File: src/mips_core_macros.svh
`ifndef MIPS_CORE_MACROS_SVH
`define MIPS_CORE_MACROS_SVH

`define MIPS_XLEN     32
`define MIPS_REG_AW   5
`define MIPS_NREGS    32
`define MIPS_RESET_PC 32'h0000_0000

// primary opcodes
`define MIPS_OP_SPECIAL 6'b000000
`define MIPS_OP_BEQ     6'b000100
`define MIPS_OP_BNE     6'b000101
`define MIPS_OP_ADDIU   6'b001001
`define MIPS_OP_ORI     6'b001101
`define MIPS_OP_LUI     6'b001111
`define MIPS_OP_LW      6'b100011
`define MIPS_OP_SW      6'b101011

// funct codes under SPECIAL
`define MIPS_FN_ADDU 6'b100001
`define MIPS_FN_SUBU 6'b100011
`define MIPS_FN_AND  6'b100100
`define MIPS_FN_OR   6'b100101
`define MIPS_FN_XOR  6'b100110
`define MIPS_FN_SLT  6'b101010

`endif
File: src/mips_core_pkg.sv
`include "mips_core_macros.svh"
`default_nettype none

package mips_core_pkg;

    typedef struct packed {
        logic [5:0]              op;
        logic [`MIPS_REG_AW-1:0] rs;
        logic [`MIPS_REG_AW-1:0] rt;
        logic [`MIPS_REG_AW-1:0] rd;
        logic [4:0]              shamt;
        logic [5:0]              funct;
    } r_type_t;

    typedef struct packed {
        logic [5:0]              op;
        logic [`MIPS_REG_AW-1:0] rs;
        logic [`MIPS_REG_AW-1:0] rt;
        logic [15:0]             imm;
    } i_type_t;

    // two field layouts of one instruction word
    typedef union packed {
        r_type_t r;
        i_type_t i;
    } instr_u;

    typedef enum logic [2:0] {
        ALU_ADD,
        ALU_SUB,
        ALU_AND,
        ALU_OR,
        ALU_XOR,
        ALU_SLT,
        ALU_LUI
    } alu_op_e;

endpackage

`default_nettype wire

File: src/mips_core.sv
`include "mips_core_macros.svh"
`default_nettype none

module mips_core (
    input  wire                   clk_i,
    input  wire                   arst_n_i,
    input  wire [`MIPS_XLEN-1:0]  rom_data_i,
    input  wire [`MIPS_XLEN-1:0]  ram_data_i,
    output wire                   rom_ce_o,
    output wire [`MIPS_XLEN-1:0]  rom_addr_o,
    output wire                   ram_ce_o,
    output wire                   ram_we_o,
    output wire [`MIPS_XLEN-1:0]  ram_addr_o,
    output wire [`MIPS_XLEN-1:0]  ram_wdata_o
);

    wire                      stall;
    wire                      branch_taken;
    wire [`MIPS_XLEN-1:0]     branch_target;

    wire [`MIPS_XLEN-1:0]     if_id_pc;
    mips_core_pkg::instr_u    if_id_instr;

    wire [`MIPS_REG_AW-1:0]   rs_addr;
    wire [`MIPS_REG_AW-1:0]   rt_addr;
    wire [`MIPS_XLEN-1:0]     rs_data;
    wire [`MIPS_XLEN-1:0]     rt_data;

    mips_core_pkg::alu_op_e   id_ex_op;
    wire [`MIPS_XLEN-1:0]     id_ex_a;
    wire [`MIPS_XLEN-1:0]     id_ex_b;
    wire [`MIPS_XLEN-1:0]     id_ex_store_data;
    wire [`MIPS_REG_AW-1:0]   id_ex_rd;
    wire                      id_ex_we;
    wire                      id_ex_load;
    wire                      id_ex_store;

    wire [`MIPS_REG_AW-1:0]   ex_rd;          // bypass and hazard view of EX
    wire                      ex_we;
    wire                      ex_is_load;
    wire [`MIPS_XLEN-1:0]     ex_result;

    wire [`MIPS_REG_AW-1:0]   ex_mem_rd;
    wire                      ex_mem_we;
    wire                      ex_mem_load;
    wire                      ex_mem_store;
    wire [`MIPS_XLEN-1:0]     ex_mem_result;
    wire [`MIPS_XLEN-1:0]     ex_mem_store_data;

    wire [`MIPS_REG_AW-1:0]   mem_rd;
    wire                      mem_we;
    wire [`MIPS_XLEN-1:0]     mem_data;
    wire [`MIPS_REG_AW-1:0]   wb_rd;
    wire                      wb_we;
    wire [`MIPS_XLEN-1:0]     wb_data;

    fetch_stage u_fetch (
        .clk_i           (clk_i),
        .arst_n_i        (arst_n_i),
        .stall_i         (stall),
        .branch_taken_i  (branch_taken),
        .branch_target_i (branch_target),
        .rom_data_i      (rom_data_i),
        .rom_ce_o        (rom_ce_o),
        .pc_o            (rom_addr_o),
        .id_pc_o         (if_id_pc),
        .id_instr_o      (if_id_instr)
    );

    decode_stage u_decode (
        .clk_i           (clk_i),
        .arst_n_i        (arst_n_i),
        .id_pc_i         (if_id_pc),
        .id_instr_i      (if_id_instr),
        .rs_data_i       (rs_data),
        .rt_data_i       (rt_data),
        .ex_rd_i         (ex_rd),
        .ex_is_load_i    (ex_is_load),
        .rs_addr_o       (rs_addr),
        .rt_addr_o       (rt_addr),
        .stall_o         (stall),
        .branch_taken_o  (branch_taken),
        .branch_target_o (branch_target),
        .ex_op_o         (id_ex_op),
        .ex_a_o          (id_ex_a),
        .ex_b_o          (id_ex_b),
        .ex_store_data_o (id_ex_store_data),
        .ex_rd_o         (id_ex_rd),
        .ex_we_o         (id_ex_we),
        .ex_load_o       (id_ex_load),
        .ex_store_o      (id_ex_store)
    );

    regfile u_regfile (
        .clk_i      (clk_i),
        .arst_n_i   (arst_n_i),
        .rs_addr_i  (rs_addr),
        .rt_addr_i  (rt_addr),
        .ex_rd_i    (ex_rd),
        .ex_we_i    (ex_we),
        .ex_data_i  (ex_result),
        .mem_rd_i   (mem_rd),
        .mem_we_i   (mem_we),
        .mem_data_i (mem_data),
        .wb_rd_i    (wb_rd),
        .wb_we_i    (wb_we),
        .wb_data_i  (wb_data),
        .rs_data_o  (rs_data),
        .rt_data_o  (rt_data)
    );

    execute_stage u_execute (
        .clk_i            (clk_i),
        .arst_n_i         (arst_n_i),
        .op_i             (id_ex_op),
        .a_i              (id_ex_a),
        .b_i              (id_ex_b),
        .store_data_i     (id_ex_store_data),
        .rd_i             (id_ex_rd),
        .we_i             (id_ex_we),
        .load_i           (id_ex_load),
        .store_i          (id_ex_store),
        .rd_o             (ex_rd),
        .we_o             (ex_we),
        .is_load_o        (ex_is_load),
        .result_o         (ex_result),
        .mem_rd_o         (ex_mem_rd),
        .mem_we_o         (ex_mem_we),
        .mem_load_o       (ex_mem_load),
        .mem_store_o      (ex_mem_store),
        .mem_result_o     (ex_mem_result),
        .mem_store_data_o (ex_mem_store_data)
    );

    memory_stage u_memory (
        .clk_i        (clk_i),
        .arst_n_i     (arst_n_i),
        .rd_i         (ex_mem_rd),
        .we_i         (ex_mem_we),
        .load_i       (ex_mem_load),
        .store_i      (ex_mem_store),
        .result_i     (ex_mem_result),
        .store_data_i (ex_mem_store_data),
        .ram_data_i   (ram_data_i),
        .ram_ce_o     (ram_ce_o),
        .ram_we_o     (ram_we_o),
        .ram_addr_o   (ram_addr_o),
        .ram_wdata_o  (ram_wdata_o),
        .rd_o         (mem_rd),
        .we_o         (mem_we),
        .data_o       (mem_data),
        .wb_rd_o      (wb_rd),
        .wb_we_o      (wb_we),
        .wb_data_o    (wb_data)
    );

endmodule

`default_nettype wire

File: src/memory_stage.sv
`include "mips_core_macros.svh"
`default_nettype none

module memory_stage (
    input  wire                     clk_i,
    input  wire                     arst_n_i,
    input  wire [`MIPS_REG_AW-1:0]  rd_i,
    input  wire                     we_i,
    input  wire                     load_i,
    input  wire                     store_i,
    input  wire [`MIPS_XLEN-1:0]    result_i,
    input  wire [`MIPS_XLEN-1:0]    store_data_i,
    input  wire [`MIPS_XLEN-1:0]    ram_data_i,
    output logic                    ram_ce_o,
    output logic                    ram_we_o,
    output logic [`MIPS_XLEN-1:0]   ram_addr_o,
    output logic [`MIPS_XLEN-1:0]   ram_wdata_o,
    output logic [`MIPS_REG_AW-1:0] rd_o,
    output logic                    we_o,
    output logic [`MIPS_XLEN-1:0]   data_o,
    output logic [`MIPS_REG_AW-1:0] wb_rd_o,
    output logic                    wb_we_o,
    output logic [`MIPS_XLEN-1:0]   wb_data_o
);

    assign ram_ce_o    = load_i || store_i;
    assign ram_we_o    = store_i;
    assign ram_addr_o  = result_i;  // byte address from ALU
    assign ram_wdata_o = store_data_i;

    assign rd_o   = rd_i;
    assign we_o   = we_i;
    assign data_o = load_i ? ram_data_i : result_i;

    // MEM/WB
    always_ff @(posedge clk_i or negedge arst_n_i) begin
        if (!arst_n_i) begin
            wb_rd_o <= '0;
            wb_we_o <= 1'b0;
        end else begin
            wb_rd_o <= rd_i;
            wb_we_o <= we_i;
        end
    end

    always_ff @(posedge clk_i) begin
        wb_data_o <= data_o;
    end

endmodule

`default_nettype wire

File: src/execute_stage.sv
`include "mips_core_macros.svh"
`default_nettype none

module execute_stage (
    input  wire                          clk_i,
    input  wire                          arst_n_i,
    input  mips_core_pkg::alu_op_e       op_i,
    input  wire [`MIPS_XLEN-1:0]         a_i,
    input  wire [`MIPS_XLEN-1:0]         b_i,
    input  wire [`MIPS_XLEN-1:0]         store_data_i,
    input  wire [`MIPS_REG_AW-1:0]       rd_i,
    input  wire                          we_i,
    input  wire                          load_i,
    input  wire                          store_i,
    output logic [`MIPS_REG_AW-1:0]      rd_o,
    output logic                         we_o,
    output logic                         is_load_o,
    output logic [`MIPS_XLEN-1:0]        result_o,
    output logic [`MIPS_REG_AW-1:0]      mem_rd_o,
    output logic                         mem_we_o,
    output logic                         mem_load_o,
    output logic                         mem_store_o,
    output logic [`MIPS_XLEN-1:0]        mem_result_o,
    output logic [`MIPS_XLEN-1:0]        mem_store_data_o
);

    always_comb begin
        case (op_i)
            mips_core_pkg::ALU_SUB: result_o = a_i - b_i;
            mips_core_pkg::ALU_AND: result_o = a_i & b_i;
            mips_core_pkg::ALU_OR:  result_o = a_i | b_i;
            mips_core_pkg::ALU_XOR: result_o = a_i ^ b_i;
            mips_core_pkg::ALU_SLT: result_o = `MIPS_XLEN'($signed(a_i) < $signed(b_i));
            mips_core_pkg::ALU_LUI: result_o = {b_i[15:0], 16'h0000};
            default:                result_o = a_i + b_i;  // also load/store address
        endcase
    end

    assign rd_o      = rd_i;
    assign we_o      = we_i && !load_i;  // load data not here yet
    assign is_load_o = load_i;

    // EX/MEM
    always_ff @(posedge clk_i or negedge arst_n_i) begin
        if (!arst_n_i) begin
            mem_rd_o    <= '0;
            mem_we_o    <= 1'b0;
            mem_load_o  <= 1'b0;
            mem_store_o <= 1'b0;
        end else begin
            mem_rd_o    <= rd_i;
            mem_we_o    <= we_i;
            mem_load_o  <= load_i;
            mem_store_o <= store_i;
        end
    end

    always_ff @(posedge clk_i) begin
        mem_result_o     <= result_o;
        mem_store_data_o <= store_data_i;
    end

endmodule

`default_nettype wire

File: src/regfile.sv
`include "mips_core_macros.svh"
`default_nettype none

module regfile (
    input  wire                     clk_i,
    input  wire                     arst_n_i,
    input  wire [`MIPS_REG_AW-1:0]  rs_addr_i,
    input  wire [`MIPS_REG_AW-1:0]  rt_addr_i,
    input  wire [`MIPS_REG_AW-1:0]  ex_rd_i,
    input  wire                     ex_we_i,
    input  wire [`MIPS_XLEN-1:0]    ex_data_i,
    input  wire [`MIPS_REG_AW-1:0]  mem_rd_i,
    input  wire                     mem_we_i,
    input  wire [`MIPS_XLEN-1:0]    mem_data_i,
    input  wire [`MIPS_REG_AW-1:0]  wb_rd_i,
    input  wire                     wb_we_i,
    input  wire [`MIPS_XLEN-1:0]    wb_data_i,
    output logic [`MIPS_XLEN-1:0]   rs_data_o,
    output logic [`MIPS_XLEN-1:0]   rt_data_o
);

    logic [`MIPS_XLEN-1:0] regs [`MIPS_NREGS];

    // youngest producer first
    function automatic logic [`MIPS_XLEN-1:0] read_port(input logic [`MIPS_REG_AW-1:0] addr);
        logic [`MIPS_XLEN-1:0] value;
        if (addr == '0) begin
            value = '0;
        end else if (ex_we_i && ex_rd_i == addr) begin
            value = ex_data_i;
        end else if (mem_we_i && mem_rd_i == addr) begin
            value = mem_data_i;
        end else if (wb_we_i && wb_rd_i == addr) begin
            value = wb_data_i;
        end else begin
            value = regs[addr];
        end
        return value;
    endfunction

    always_comb begin
        rs_data_o = read_port(rs_addr_i);
        rt_data_o = read_port(rt_addr_i);
    end

    always_ff @(posedge clk_i or negedge arst_n_i) begin
        if (!arst_n_i) begin
            for (int i = 0; i < `MIPS_NREGS; i++) begin
                regs[i] <= '0;
            end
        end else if (wb_we_i && wb_rd_i != '0) begin
            regs[wb_rd_i] <= wb_data_i;
        end
    end

endmodule

`default_nettype wire

File: src/decode_stage.sv
`include "mips_core_macros.svh"
`default_nettype none

module decode_stage (
    input  wire                          clk_i,
    input  wire                          arst_n_i,
    input  wire [`MIPS_XLEN-1:0]         id_pc_i,
    input  mips_core_pkg::instr_u        id_instr_i,
    input  wire [`MIPS_XLEN-1:0]         rs_data_i,
    input  wire [`MIPS_XLEN-1:0]         rt_data_i,
    input  wire [`MIPS_REG_AW-1:0]       ex_rd_i,
    input  wire                          ex_is_load_i,
    output logic [`MIPS_REG_AW-1:0]      rs_addr_o,
    output logic [`MIPS_REG_AW-1:0]      rt_addr_o,
    output logic                         stall_o,
    output logic                         branch_taken_o,
    output logic [`MIPS_XLEN-1:0]        branch_target_o,
    output mips_core_pkg::alu_op_e       ex_op_o,
    output logic [`MIPS_XLEN-1:0]        ex_a_o,
    output logic [`MIPS_XLEN-1:0]        ex_b_o,
    output logic [`MIPS_XLEN-1:0]        ex_store_data_o,
    output logic [`MIPS_REG_AW-1:0]      ex_rd_o,
    output logic                         ex_we_o,
    output logic                         ex_load_o,
    output logic                         ex_store_o
);

    logic [5:0]              opcode;
    logic [`MIPS_XLEN-1:0]   imm_sext;
    logic [`MIPS_XLEN-1:0]   imm_zext;
    mips_core_pkg::alu_op_e  alu_op;
    logic [`MIPS_XLEN-1:0]   operand_b;
    logic [`MIPS_REG_AW-1:0] dest;
    logic                    dest_we;
    logic                    is_load;
    logic                    is_store;
    logic                    is_branch;
    logic                    uses_rs;
    logic                    uses_rt;
    logic                    operands_eq;

    assign opcode    = id_instr_i.r.op;
    assign rs_addr_o = id_instr_i.r.rs;
    assign rt_addr_o = id_instr_i.i.rt;
    assign imm_sext  = {{(`MIPS_XLEN-16){id_instr_i.i.imm[15]}}, id_instr_i.i.imm};
    assign imm_zext  = {{(`MIPS_XLEN-16){1'b0}}, id_instr_i.i.imm};

    always_comb begin
        alu_op    = mips_core_pkg::ALU_ADD;
        operand_b = rt_data_i;
        dest      = id_instr_i.i.rt;  // I-type writes rt
        dest_we   = 1'b0;
        is_load   = 1'b0;
        is_store  = 1'b0;
        is_branch = 1'b0;
        uses_rs   = 1'b0;
        uses_rt   = 1'b0;
        case (opcode)
            `MIPS_OP_SPECIAL: begin
                dest    = id_instr_i.r.rd;
                uses_rs = 1'b1;
                uses_rt = 1'b1;
                dest_we = 1'b1;
                case (id_instr_i.r.funct)
                    `MIPS_FN_ADDU: alu_op = mips_core_pkg::ALU_ADD;
                    `MIPS_FN_SUBU: alu_op = mips_core_pkg::ALU_SUB;
                    `MIPS_FN_AND:  alu_op = mips_core_pkg::ALU_AND;
                    `MIPS_FN_OR:   alu_op = mips_core_pkg::ALU_OR;
                    `MIPS_FN_XOR:  alu_op = mips_core_pkg::ALU_XOR;
                    `MIPS_FN_SLT:  alu_op = mips_core_pkg::ALU_SLT;
                    default:       dest_we = 1'b0;  // nop and unsupported
                endcase
            end
            `MIPS_OP_ADDIU: begin
                operand_b = imm_sext;
                dest_we   = 1'b1;
                uses_rs   = 1'b1;
            end
            `MIPS_OP_ORI: begin
                alu_op    = mips_core_pkg::ALU_OR;
                operand_b = imm_zext;
                dest_we   = 1'b1;
                uses_rs   = 1'b1;
            end
            `MIPS_OP_LUI: begin
                alu_op    = mips_core_pkg::ALU_LUI;
                operand_b = imm_zext;
                dest_we   = 1'b1;
            end
            `MIPS_OP_LW: begin
                operand_b = imm_sext;
                dest_we   = 1'b1;
                is_load   = 1'b1;
                uses_rs   = 1'b1;
            end
            `MIPS_OP_SW: begin
                operand_b = imm_sext;
                is_store  = 1'b1;
                uses_rs   = 1'b1;
                uses_rt   = 1'b1;
            end
            `MIPS_OP_BEQ, `MIPS_OP_BNE: begin
                is_branch = 1'b1;
                uses_rs   = 1'b1;
                uses_rt   = 1'b1;
            end
            default: ;
        endcase
    end

    // load result not ready until MEM
    assign stall_o = ex_is_load_i && (ex_rd_i != '0) &&
                     ((uses_rs && rs_addr_o == ex_rd_i) || (uses_rt && rt_addr_o == ex_rd_i));

    assign operands_eq     = (rs_data_i == rt_data_i);
    assign branch_taken_o  = is_branch && !stall_o &&
                             (operands_eq != (opcode == `MIPS_OP_BNE));
    assign branch_target_o = id_pc_i + `MIPS_XLEN'(4) + {imm_sext[`MIPS_XLEN-3:0], 2'b00};

    // ID/EX control
    always_ff @(posedge clk_i or negedge arst_n_i) begin
        if (!arst_n_i) begin
            ex_rd_o    <= '0;
            ex_we_o    <= 1'b0;
            ex_load_o  <= 1'b0;
            ex_store_o <= 1'b0;
        end else if (stall_o) begin  // bubble
            ex_rd_o    <= '0;
            ex_we_o    <= 1'b0;
            ex_load_o  <= 1'b0;
            ex_store_o <= 1'b0;
        end else begin
            ex_rd_o    <= dest;
            ex_we_o    <= dest_we;
            ex_load_o  <= is_load;
            ex_store_o <= is_store;
        end
    end

    always_ff @(posedge clk_i) begin
        ex_op_o         <= alu_op;
        ex_a_o          <= rs_data_i;
        ex_b_o          <= operand_b;
        ex_store_data_o <= rt_data_i;
    end

endmodule

`default_nettype wire

File: src/fetch_stage.sv
`include "mips_core_macros.svh"
`default_nettype none

module fetch_stage (
    input  wire                          clk_i,
    input  wire                          arst_n_i,
    input  wire                          stall_i,
    input  wire                          branch_taken_i,
    input  wire [`MIPS_XLEN-1:0]         branch_target_i,
    input  wire [`MIPS_XLEN-1:0]         rom_data_i,
    output logic                         rom_ce_o,
    output logic [`MIPS_XLEN-1:0]        pc_o,
    output logic [`MIPS_XLEN-1:0]        id_pc_o,
    output mips_core_pkg::instr_u        id_instr_o
);

    logic [`MIPS_XLEN-1:0] pc_next;

    // redirect wins over the sequential step
    assign pc_next = branch_taken_i ? branch_target_i : pc_o + `MIPS_XLEN'(4);

    always_ff @(posedge clk_i or negedge arst_n_i) begin
        if (!arst_n_i) begin
            rom_ce_o <= 1'b0;
            pc_o     <= `MIPS_RESET_PC;
        end else begin
            rom_ce_o <= 1'b1;
            if (rom_ce_o && !stall_i) begin
                pc_o <= pc_next;
            end
        end
    end

    // IF/ID register
    always_ff @(posedge clk_i or negedge arst_n_i) begin
        if (!arst_n_i) begin
            id_pc_o    <= '0;
            id_instr_o <= '0;  // all-zero word is a nop
        end else if (rom_ce_o && !stall_i) begin
            id_pc_o    <= pc_o;
            id_instr_o <= rom_data_i;
        end
    end

endmodule

`default_nettype wire

File: config.mk
export PLATFORM = sky130hd
export DESIGN_NAME = mips_core
export DESIGN_NICKNAME = d
export VERILOG_FILES = /design/src/mips_core_pkg.sv /design/src/mips_core.sv /design/src/memory_stage.sv /design/src/execute_stage.sv /design/src/regfile.sv /design/src/decode_stage.sv /design/src/fetch_stage.sv
export VERILOG_INCLUDE_DIRS = /design/src
export SDC_FILE = /design/constraint.sdc
export NUM_CORES = 2
export LEC_CHECK = 0
export BUFFER_PORTS_ARGS = -buffer_cell sky130_fd_sc_hd__buf_4
export CORE_MARGIN = 8
export CORE_UTILIZATION = 50
export CTS_CLUSTER_SIZE = 28
export DETAILED_ROUTE_END_ITERATION = 8
export HOLD_SLACK_MARGIN = 0.1
export PLACE_DENSITY_LB_ADDON = 0.12
export SYNTH_ARGS = -nofsm -noshare
export SYNTH_HDL_FRONTEND = slang
export SYNTH_SLANG_ARGS = --single-unit
File: constraint.sdc
create_clock -name clk_i -period 10.5 [get_ports clk_i]
set_input_delay 2.1 -clock clk_i [delete_from_list [all_inputs] [get_ports clk_i]]
set_output_delay 2.1 -clock clk_i [all_outputs]
set_load 0.05 [all_outputs]
# ---- Word-level counts from Yosys, hierarchy flattened
# Index checks and enable logic that the tools add are counted.
dict set report classes {
  add_sub_neg 5
  n_lt_le_gt_ge 5
  n_eq_ne 29
  mux 35
  bitwise_logic 6
  n_reduce_logical 32
}
# cell count
set ops {}
lappend ops {{1024-bit bitwise mux} 1}
lappend ops {{32-bit two-way mux} 15}
lappend ops {{32-bit binary-select mux with 5-bit select} 2}
lappend ops {{32-bit case mux with 6 select lines} 1}
lappend ops {{32-bit demux with 5-bit select} 1}
lappend ops {{32-bit by 3-bit adder with 32-bit output (second input constant)} 2}
lappend ops {{32-bit adder} 2}
lappend ops {{32-bit case mux with 2 select lines} 1}
lappend ops {{6-bit == test (second input constant)} 8}
lappend ops {{5-bit == test} 8}
lappend ops {{32-bit bitwise AND} 1}
lappend ops {{32-bit == test} 1}
lappend ops {{32-bit < comparator} 1}
lappend ops {{32-bit OR} 1}
lappend ops {{32-bit subtractor} 1}
lappend ops {{32-bit XOR} 1}
lappend ops {{6-bit by 4-bit == test with 1-bit output (second input constant)} 3}
lappend ops {{6-bit greater-or-equal comparator (second input constant)} 3}
lappend ops {{5-bit NOT with 6-bit output} 3}
lappend ops {{1-bit logical AND} 16}
lappend ops {{3-bit case mux with 5 select lines} 1}
lappend ops {{6-bit by 3-bit == test with 1-bit output (second input constant)} 2}
lappend ops {{5-bit zero test} 2}
lappend ops {{5-bit two-way mux} 2}
lappend ops {{17 further kinds} 33}
dict set report word_totals {
  ff_bits 1338
  output_inout_bits 99
  wordCells 165
}

# ---- Depth between registers and ports, before layout
dict set report depth {
  depth_word 12
  ltp_mapped 25
  mapped_depth_nobuf 22
}

# ---- Modules after synthesis
# A second synthesis with hierarchy kept.
dict set report unflattened {
  cells_unflattened 6168
  area_unflattened_um2 75768.9
}
# mod instances cells_each area_per_inst_um2 seq_area_each_um2
set by_module_without_submodules {}
lappend by_module_without_submodules {regfile 1 3982 56516.7 25624.6}
lappend by_module_without_submodules {execute_stage 1 977 7216.9 1481.4}
lappend by_module_without_submodules {decode_stage 1 532 5520.3 2182.1}
lappend by_module_without_submodules {fetch_stage 1 531 4644.5 2427.3}
lappend by_module_without_submodules {memory_stage 1 146 1870.5 790.8}

# ---- Least setup slack after synthesis
# Ideal clock, no wire load.
dict set report synth_path {
  kind {input to register}
  startpoint {input ram_data_i[3]}
  endpoint {register u_fetch.pc_o[27]}
  setup_ns 0.122
  arrival_time_ns 5.704
  required_ns 10.378
  path_slack_ns 4.674
  stages 15
  cell_sequence {mux2_2 a2111oi_0 o31ai_1 xor2_1 nor3_1 nand4b_1 a2111oi_1 nand4_1 nor4_1 nand3_1 a2111oi_4 mux2i_2 buf_2 a21oi_1 o22a_1}
}
dict set report synth_via {
  elab_chain_len 8
  word_cells_on_any_way 11
}
# item line_no
set synth_rtl {}
lappend synth_rtl {{start: declaration} mips_core.sv:8} ;# input wire [`MIPS_XLEN-1:0] ram_data_i,
lappend synth_rtl {{32-bit two-way mux} memory_stage.sv:33} ;# assign data_o = load_i ? ram_data_i : result_i;
lappend synth_rtl {{32-bit two-way mux} regfile.sv:31} ;# end else if (mem_we_i && mem_rd_i == addr) begin
lappend synth_rtl {{32-bit two-way mux} regfile.sv:29} ;# end else if (ex_we_i && ex_rd_i == addr) begin
lappend synth_rtl {{32-bit two-way mux} regfile.sv:27} ;# if (addr == '0) begin
lappend synth_rtl {{net rt_data[3]} mips_core.sv:27} ;# wire [`MIPS_XLEN-1:0] rt_data;
lappend synth_rtl {{32-bit == test} decode_stage.sv:115} ;# assign operands_eq = (rs_data_i == rt_data_i);
lappend synth_rtl {{1-bit inequality test} decode_stage.sv:117} ;# (operands_eq != (opcode == `MIPS_OP_BNE));
lappend synth_rtl {{1-bit logical AND} decode_stage.sv:116} ;# assign branch_taken_o = is_branch && !stall_o &&
lappend synth_rtl {{32-bit two-way mux} fetch_stage.sv:20} ;# assign pc_next = branch_taken_i ? branch_target_i : pc_o + `MIPS_XLEN'(4);
lappend synth_rtl {{end signal: assignment} fetch_stage.sv:25} ;# pc_o <= `MIPS_RESET_PC;
lappend synth_rtl {{end signal: assignment} fetch_stage.sv:29} ;# pc_o <= pc_next;
lappend synth_rtl {{end: declaration} fetch_stage.sv:12} ;# output logic [`MIPS_XLEN-1:0] pc_o,
# The timed path passes the listed nets, and every way through them passes these cells.
# A chain may end at the register's enable or synchronous reset.

# ---- Worst setup path after layout
dict set report layout_path {
  startpoint {register u_fetch.id_instr_o[23] (netlist bit)}
  endpoint {register u_fetch.pc_o[17]}
}
dict set report layout_via {
  elab_chain_len 12
  word_cells_on_any_way 26
}
# item line_no
set layout_rtl {}
lappend layout_rtl {{start: declaration} fetch_stage.sv:14} ;# output mips_core_pkg::instr_u id_instr_o
lappend layout_rtl {{start signal: assignment} fetch_stage.sv:41} ;# id_instr_o <= rom_data_i;
lappend layout_rtl {{5-bit NOT with 6-bit output (not written as such)} regfile.sv:36} ;# value = regs[addr];
lappend layout_rtl {{32-bit binary-select mux with 5-bit select} regfile.sv:36}
lappend layout_rtl {{32-bit two-way mux (not written as such) (2 in series)} regfile.sv:36}
lappend layout_rtl {{32-bit two-way mux} regfile.sv:33} ;# end else if (wb_we_i && wb_rd_i == addr) begin
lappend layout_rtl {{32-bit two-way mux} regfile.sv:31}
lappend layout_rtl {{32-bit two-way mux} regfile.sv:29}
lappend layout_rtl {{32-bit two-way mux (*)} regfile.sv:27}
lappend layout_rtl {{net rs_data[3]} mips_core.sv:26} ;# wire [`MIPS_XLEN-1:0] rs_data;
lappend layout_rtl {{32-bit == test (*)} decode_stage.sv:115}
lappend layout_rtl {{1-bit inequality test (*)} decode_stage.sv:117}
lappend layout_rtl {{1-bit logical AND (*)} decode_stage.sv:116}
lappend layout_rtl {{32-bit two-way mux (*)} fetch_stage.sv:20}
# Mark *: on every way through the listed nets, which the timed path passes. The rest lies on a longest branch. The select of a mux whose other input is x is not followed.

==> qor.yml <==
numPlacedInstances: 7752
clkLatencyLatePin_ps: 820
multi_input_area_sq_um: 39450
layout.nets: 6185
synth_compound_area_share_pct: 9.239
cts_resized: 0
via_per_inst: 6.718
syn_inst: 6075
hold_ws_ps: 327.2
startpoint_type: "flip-flop"
final_area_sq_um: 82730
drtIter0Drc: 6344
syn-mean-instance-area_sq_um: 12.33
grt_pass1_vias: 52894
die_y_microns: 403.0
cp.arrival_ps: 8550
cts_tree: "done"
fin_util_pct: 55.44
pwr-share-clk_pct: 35.9
muxShareOfSynthArea_pct: 32.97
antenna_found_initial: 8
ys_ff_latch: 1338
status: "complete, no violations"
regArea_sq_um: 32540
fmax_ghz: 0.1266
synthXorXnorAreaFrac_pct: 0.9356
worstMarginPinSlew_ps: 1313
io_buffers: 164
n_fill_cell: 12434
dpl.hpwl_microns: 165400
grt_pass1_wl_microns: 375600
ff2ff_path_depth: 19
clk_path_buf_depth: 3
drive_gt1_share_pct: 35.96
final_cell_mix: "1132 x dfrtp_1, 1034 x mux2_2, 500 x mux4_2"
rr_startpoint: "u_fetch.id_instr_o[23]$_DFFE_PN0P_"
drc: 0
root_buffer: "clkbuf_16"
swShare_pct: 33.84
cts_max_level: 4
post_cts_buffers: 0
wl_per_cell_microns: 32.09
cp_data_required_time_ps: 11150
syn_nets: 6298
yosys.area.top_type: "dfrtp_1"
r2r-end: "u_fetch.pc_o[17]$_DFFE_PN0P_"
rsz0062_at_grt: "no"
final_cells: 8039
drtAntennaViolNets: 0
ys.flop_type: "dfrtp_1"
vdd_ir_drop_max_v: 0.0001487
hold_viol: 0
rows: 142
r2r_slack_ps: 2600
relSlewSlack_pct: 12.32
grtUsageTotal_pct: 31.09
power_density_nw_per_um2: 186.7
setup_tns_ps: 0
min_path_cells: 0
synthArstFlopShare_pct: 85.43
gp_congestion: 0.9728
timing_worst_setup_path_type: "reg -> reg"
cts_sinks: 1338
synth_area_leaders: "dfrtp_1 38%, mux2_2 16%, mux4_2 15%"
finalClockSkew_ps: 27.19
ios: 165
globalRouteOverflowTotal: 0
place_area_sq_um: 77460
min_period_over_period_pct: 75.26
grt_max_degree: 178
hold_class: "reg -> reg"
dieArea_sq_um: 162400
synthAdderAreaFrac_pct: 2.667
combPwrFrac_pct: 23.7
cts_hold_buf: 0
p_int_mw: 10.22
firstDrtPassIters: 7
synthesis.area_sq_um: 74890
numCtsBuffers: 152
maxCapViolations: 0
areaGrowthSynthToFinish_pct: 10.48
synth_top_family_by_area: "multiplexers"
min_from: "u_decode.ex_store_data_o[11]$_DFF_P_"
vias: 54007
netSwitchingPower_mw: 5.228
seqPwrFrac_pct: 40.5
min_to: "u_execute.mem_store_data_o[11]$_DFF_P_"
final.min_clock_period_ps: 7902
die_w_microns: 403.0
slew_viol_final: 0
path_max_fanout: 33
final_common_cell: "dfrtp_1"
synth-edff-count: 0
initial_utilization_pct: 50.18
clk_pin_slew_worst_paths_ps: 60
leakagePower_nw: 37.55
setup_viol: 0
seq_area_frac_synth_pct: 43.41
routed_wl_microns: 257900
coreArea_sq_um: 149200
yosys_warnings: 0
yosysTopAreaCellShare_pct: 38.19
ys_types: 102
synth-simple-area-share_pct: 6.523
crit_path_end_kind: "flip-flop"
how the worst max path moves through the flow:
| stage | slack [ps] | endpoint | from |
|---|---|---|---|
| final | 2600 | u_fetch.pc_o[17]$_DFFE_PN0P_ | u_fetch.id_instr_o[23]$_DFFE_PN0P_ |
| after detailed placement | 2810 | u_fetch.pc_o[17]$_DFFE_PN0P_ | u_fetch.id_instr_o[23]$_DFFE_PN0P_ |
| after global routing | 2180 | u_fetch.pc_o[17]$_DFFE_PN0P_ | u_fetch.id_instr_o[23]$_DFFE_PN0P_ |
| after CTS | 2830 | u_fetch.pc_o[17]$_DFFE_PN0P_ | u_fetch.id_instr_o[23]$_DFFE_PN0P_ |
| after global placement | 2830 | u_fetch.pc_o[14]$_DFFE_PN0P_ | u_fetch.id_instr_o[23]$_DFFE_PN0P_ |
| after floorplan | 4670 | u_fetch.pc_o[27]$_DFFE_PN0P_ | ram_data_i[3] |
logic make-up after synthesis:
group / Yosys count
AO/OA/AOI/OAI: 999
adder cells (fa/ha/maj): 158
flip-flops: 1338
other: 1
multiplexers: 1712
XOR/XNOR: 80
buffers and inverters: 722
AND/OR/NAND/NOR: 1065
through the flow:
step                      worst slack (ps)  power [mW]
after global placement                2833       9.897
after CTS                             2832       15.48
final                                 2598       15.45
after detailed placement              2811       9.934
after floorplan                       4674       8.577
after global routing                  2184       16.02
state kept, by name, summed over array words and instances, names as in the netlist, 3 cells and up:
register and count:
u_decode.ex_rd_o 5, u_execute.mem_store_data_o 32, u_execute.mem_result_o 32, u_decode.ex_a_o 32
u_regfile.regs 1024, u_execute.mem_rd_o 5, u_decode.ex_store_data_o 32, u_fetch.id_pc_o 32
u_memory.wb_data_o 32, u_fetch.pc_o 32, u_fetch.id_instr_o 32, u_decode.ex_op_o 3
u_memory.wb_rd_o 5, u_decode.ex_b_o 32
layout make-up:
cell class                      instances  area share (%)
Antenna cell                            5         0.01512
Clock buffer                          228           5.426
Clock inverter                         54          0.9301
Inverter                              154          0.6987
Multi-Input combinational cell       4015           47.69
Sequential cell                      1338           39.34
Tap cell                             1944           2.940
Timing Repair Buffer                  301           2.967
layer usage:
layer  track usage [%]  up-vias  part of all wire (%)
met3             6.136      591                   8.5
met1             43.30    28229                    41
met2             47.53     2613                    45
met4             13.58        8                   5.0
met5                 0        -                 0.022
li1                  -    22566                     -
power by group through the flow:
stage / Combinational (mW) / Sequential, mW / Clock (mW)
2_1_floorplan: 2.27 / 6.31 / 0
3_3_place_gp: 3.59 / 6.31 / 0
3_5_place_dp: 3.61 / 6.32 / 0
4_1_cts: 3.62 / 6.23 / 5.62
5_1_grt: 3.88 / 6.32 / 5.82
6_report: 3.65 / 6.25 / 5.54
cell usage after synthesis, types with 20 or more instances:
master / n
mux2_2: 1034
xnor2_1: 48
nand2b_1: 41
xor2_1: 32
o221ai_1: 20
ha_1: 154
buf_1: 66
o22ai_1: 81
mux4_2: 500
a211oi_1: 50
a221oi_1: 37
nor2b_1: 32
buf_2: 64
a21oi_1: 198
a21o_1: 39
nand2_1: 434
o211ai_1: 39
nor3_1: 90
nor2_1: 234
buf_6: 30
o21ai_0: 185
nand3_1: 71
o21a_1: 34
buf_4: 26
clkbuf_1: 376
inv_1: 151
nand4_1: 20
a22oi_1: 72
dfxtp_1: 195
and3_1: 36
dfrtp_1: 1143
mux2i_1: 177
worst max-delay path: stages (launching register included):
cell and delay (ps):
dfrtp_4 920, buf_4 520, xor2_1 120, nor4_1 260, nand3_1 560, nand2_1 720, o22ai_1 190, o31ai_1 410
xor2_1 160, nor3_1 210, nand4b_1 150, a2111oi_1 470, nand4_1 230, nor4_1 360, nand3_1 170, a2111oi_4 700
mux2i_4 740, buf_4 400, mux2i_1 230, a22oi_1 100
No activity file was read; power rests on OpenSTA's default activity.
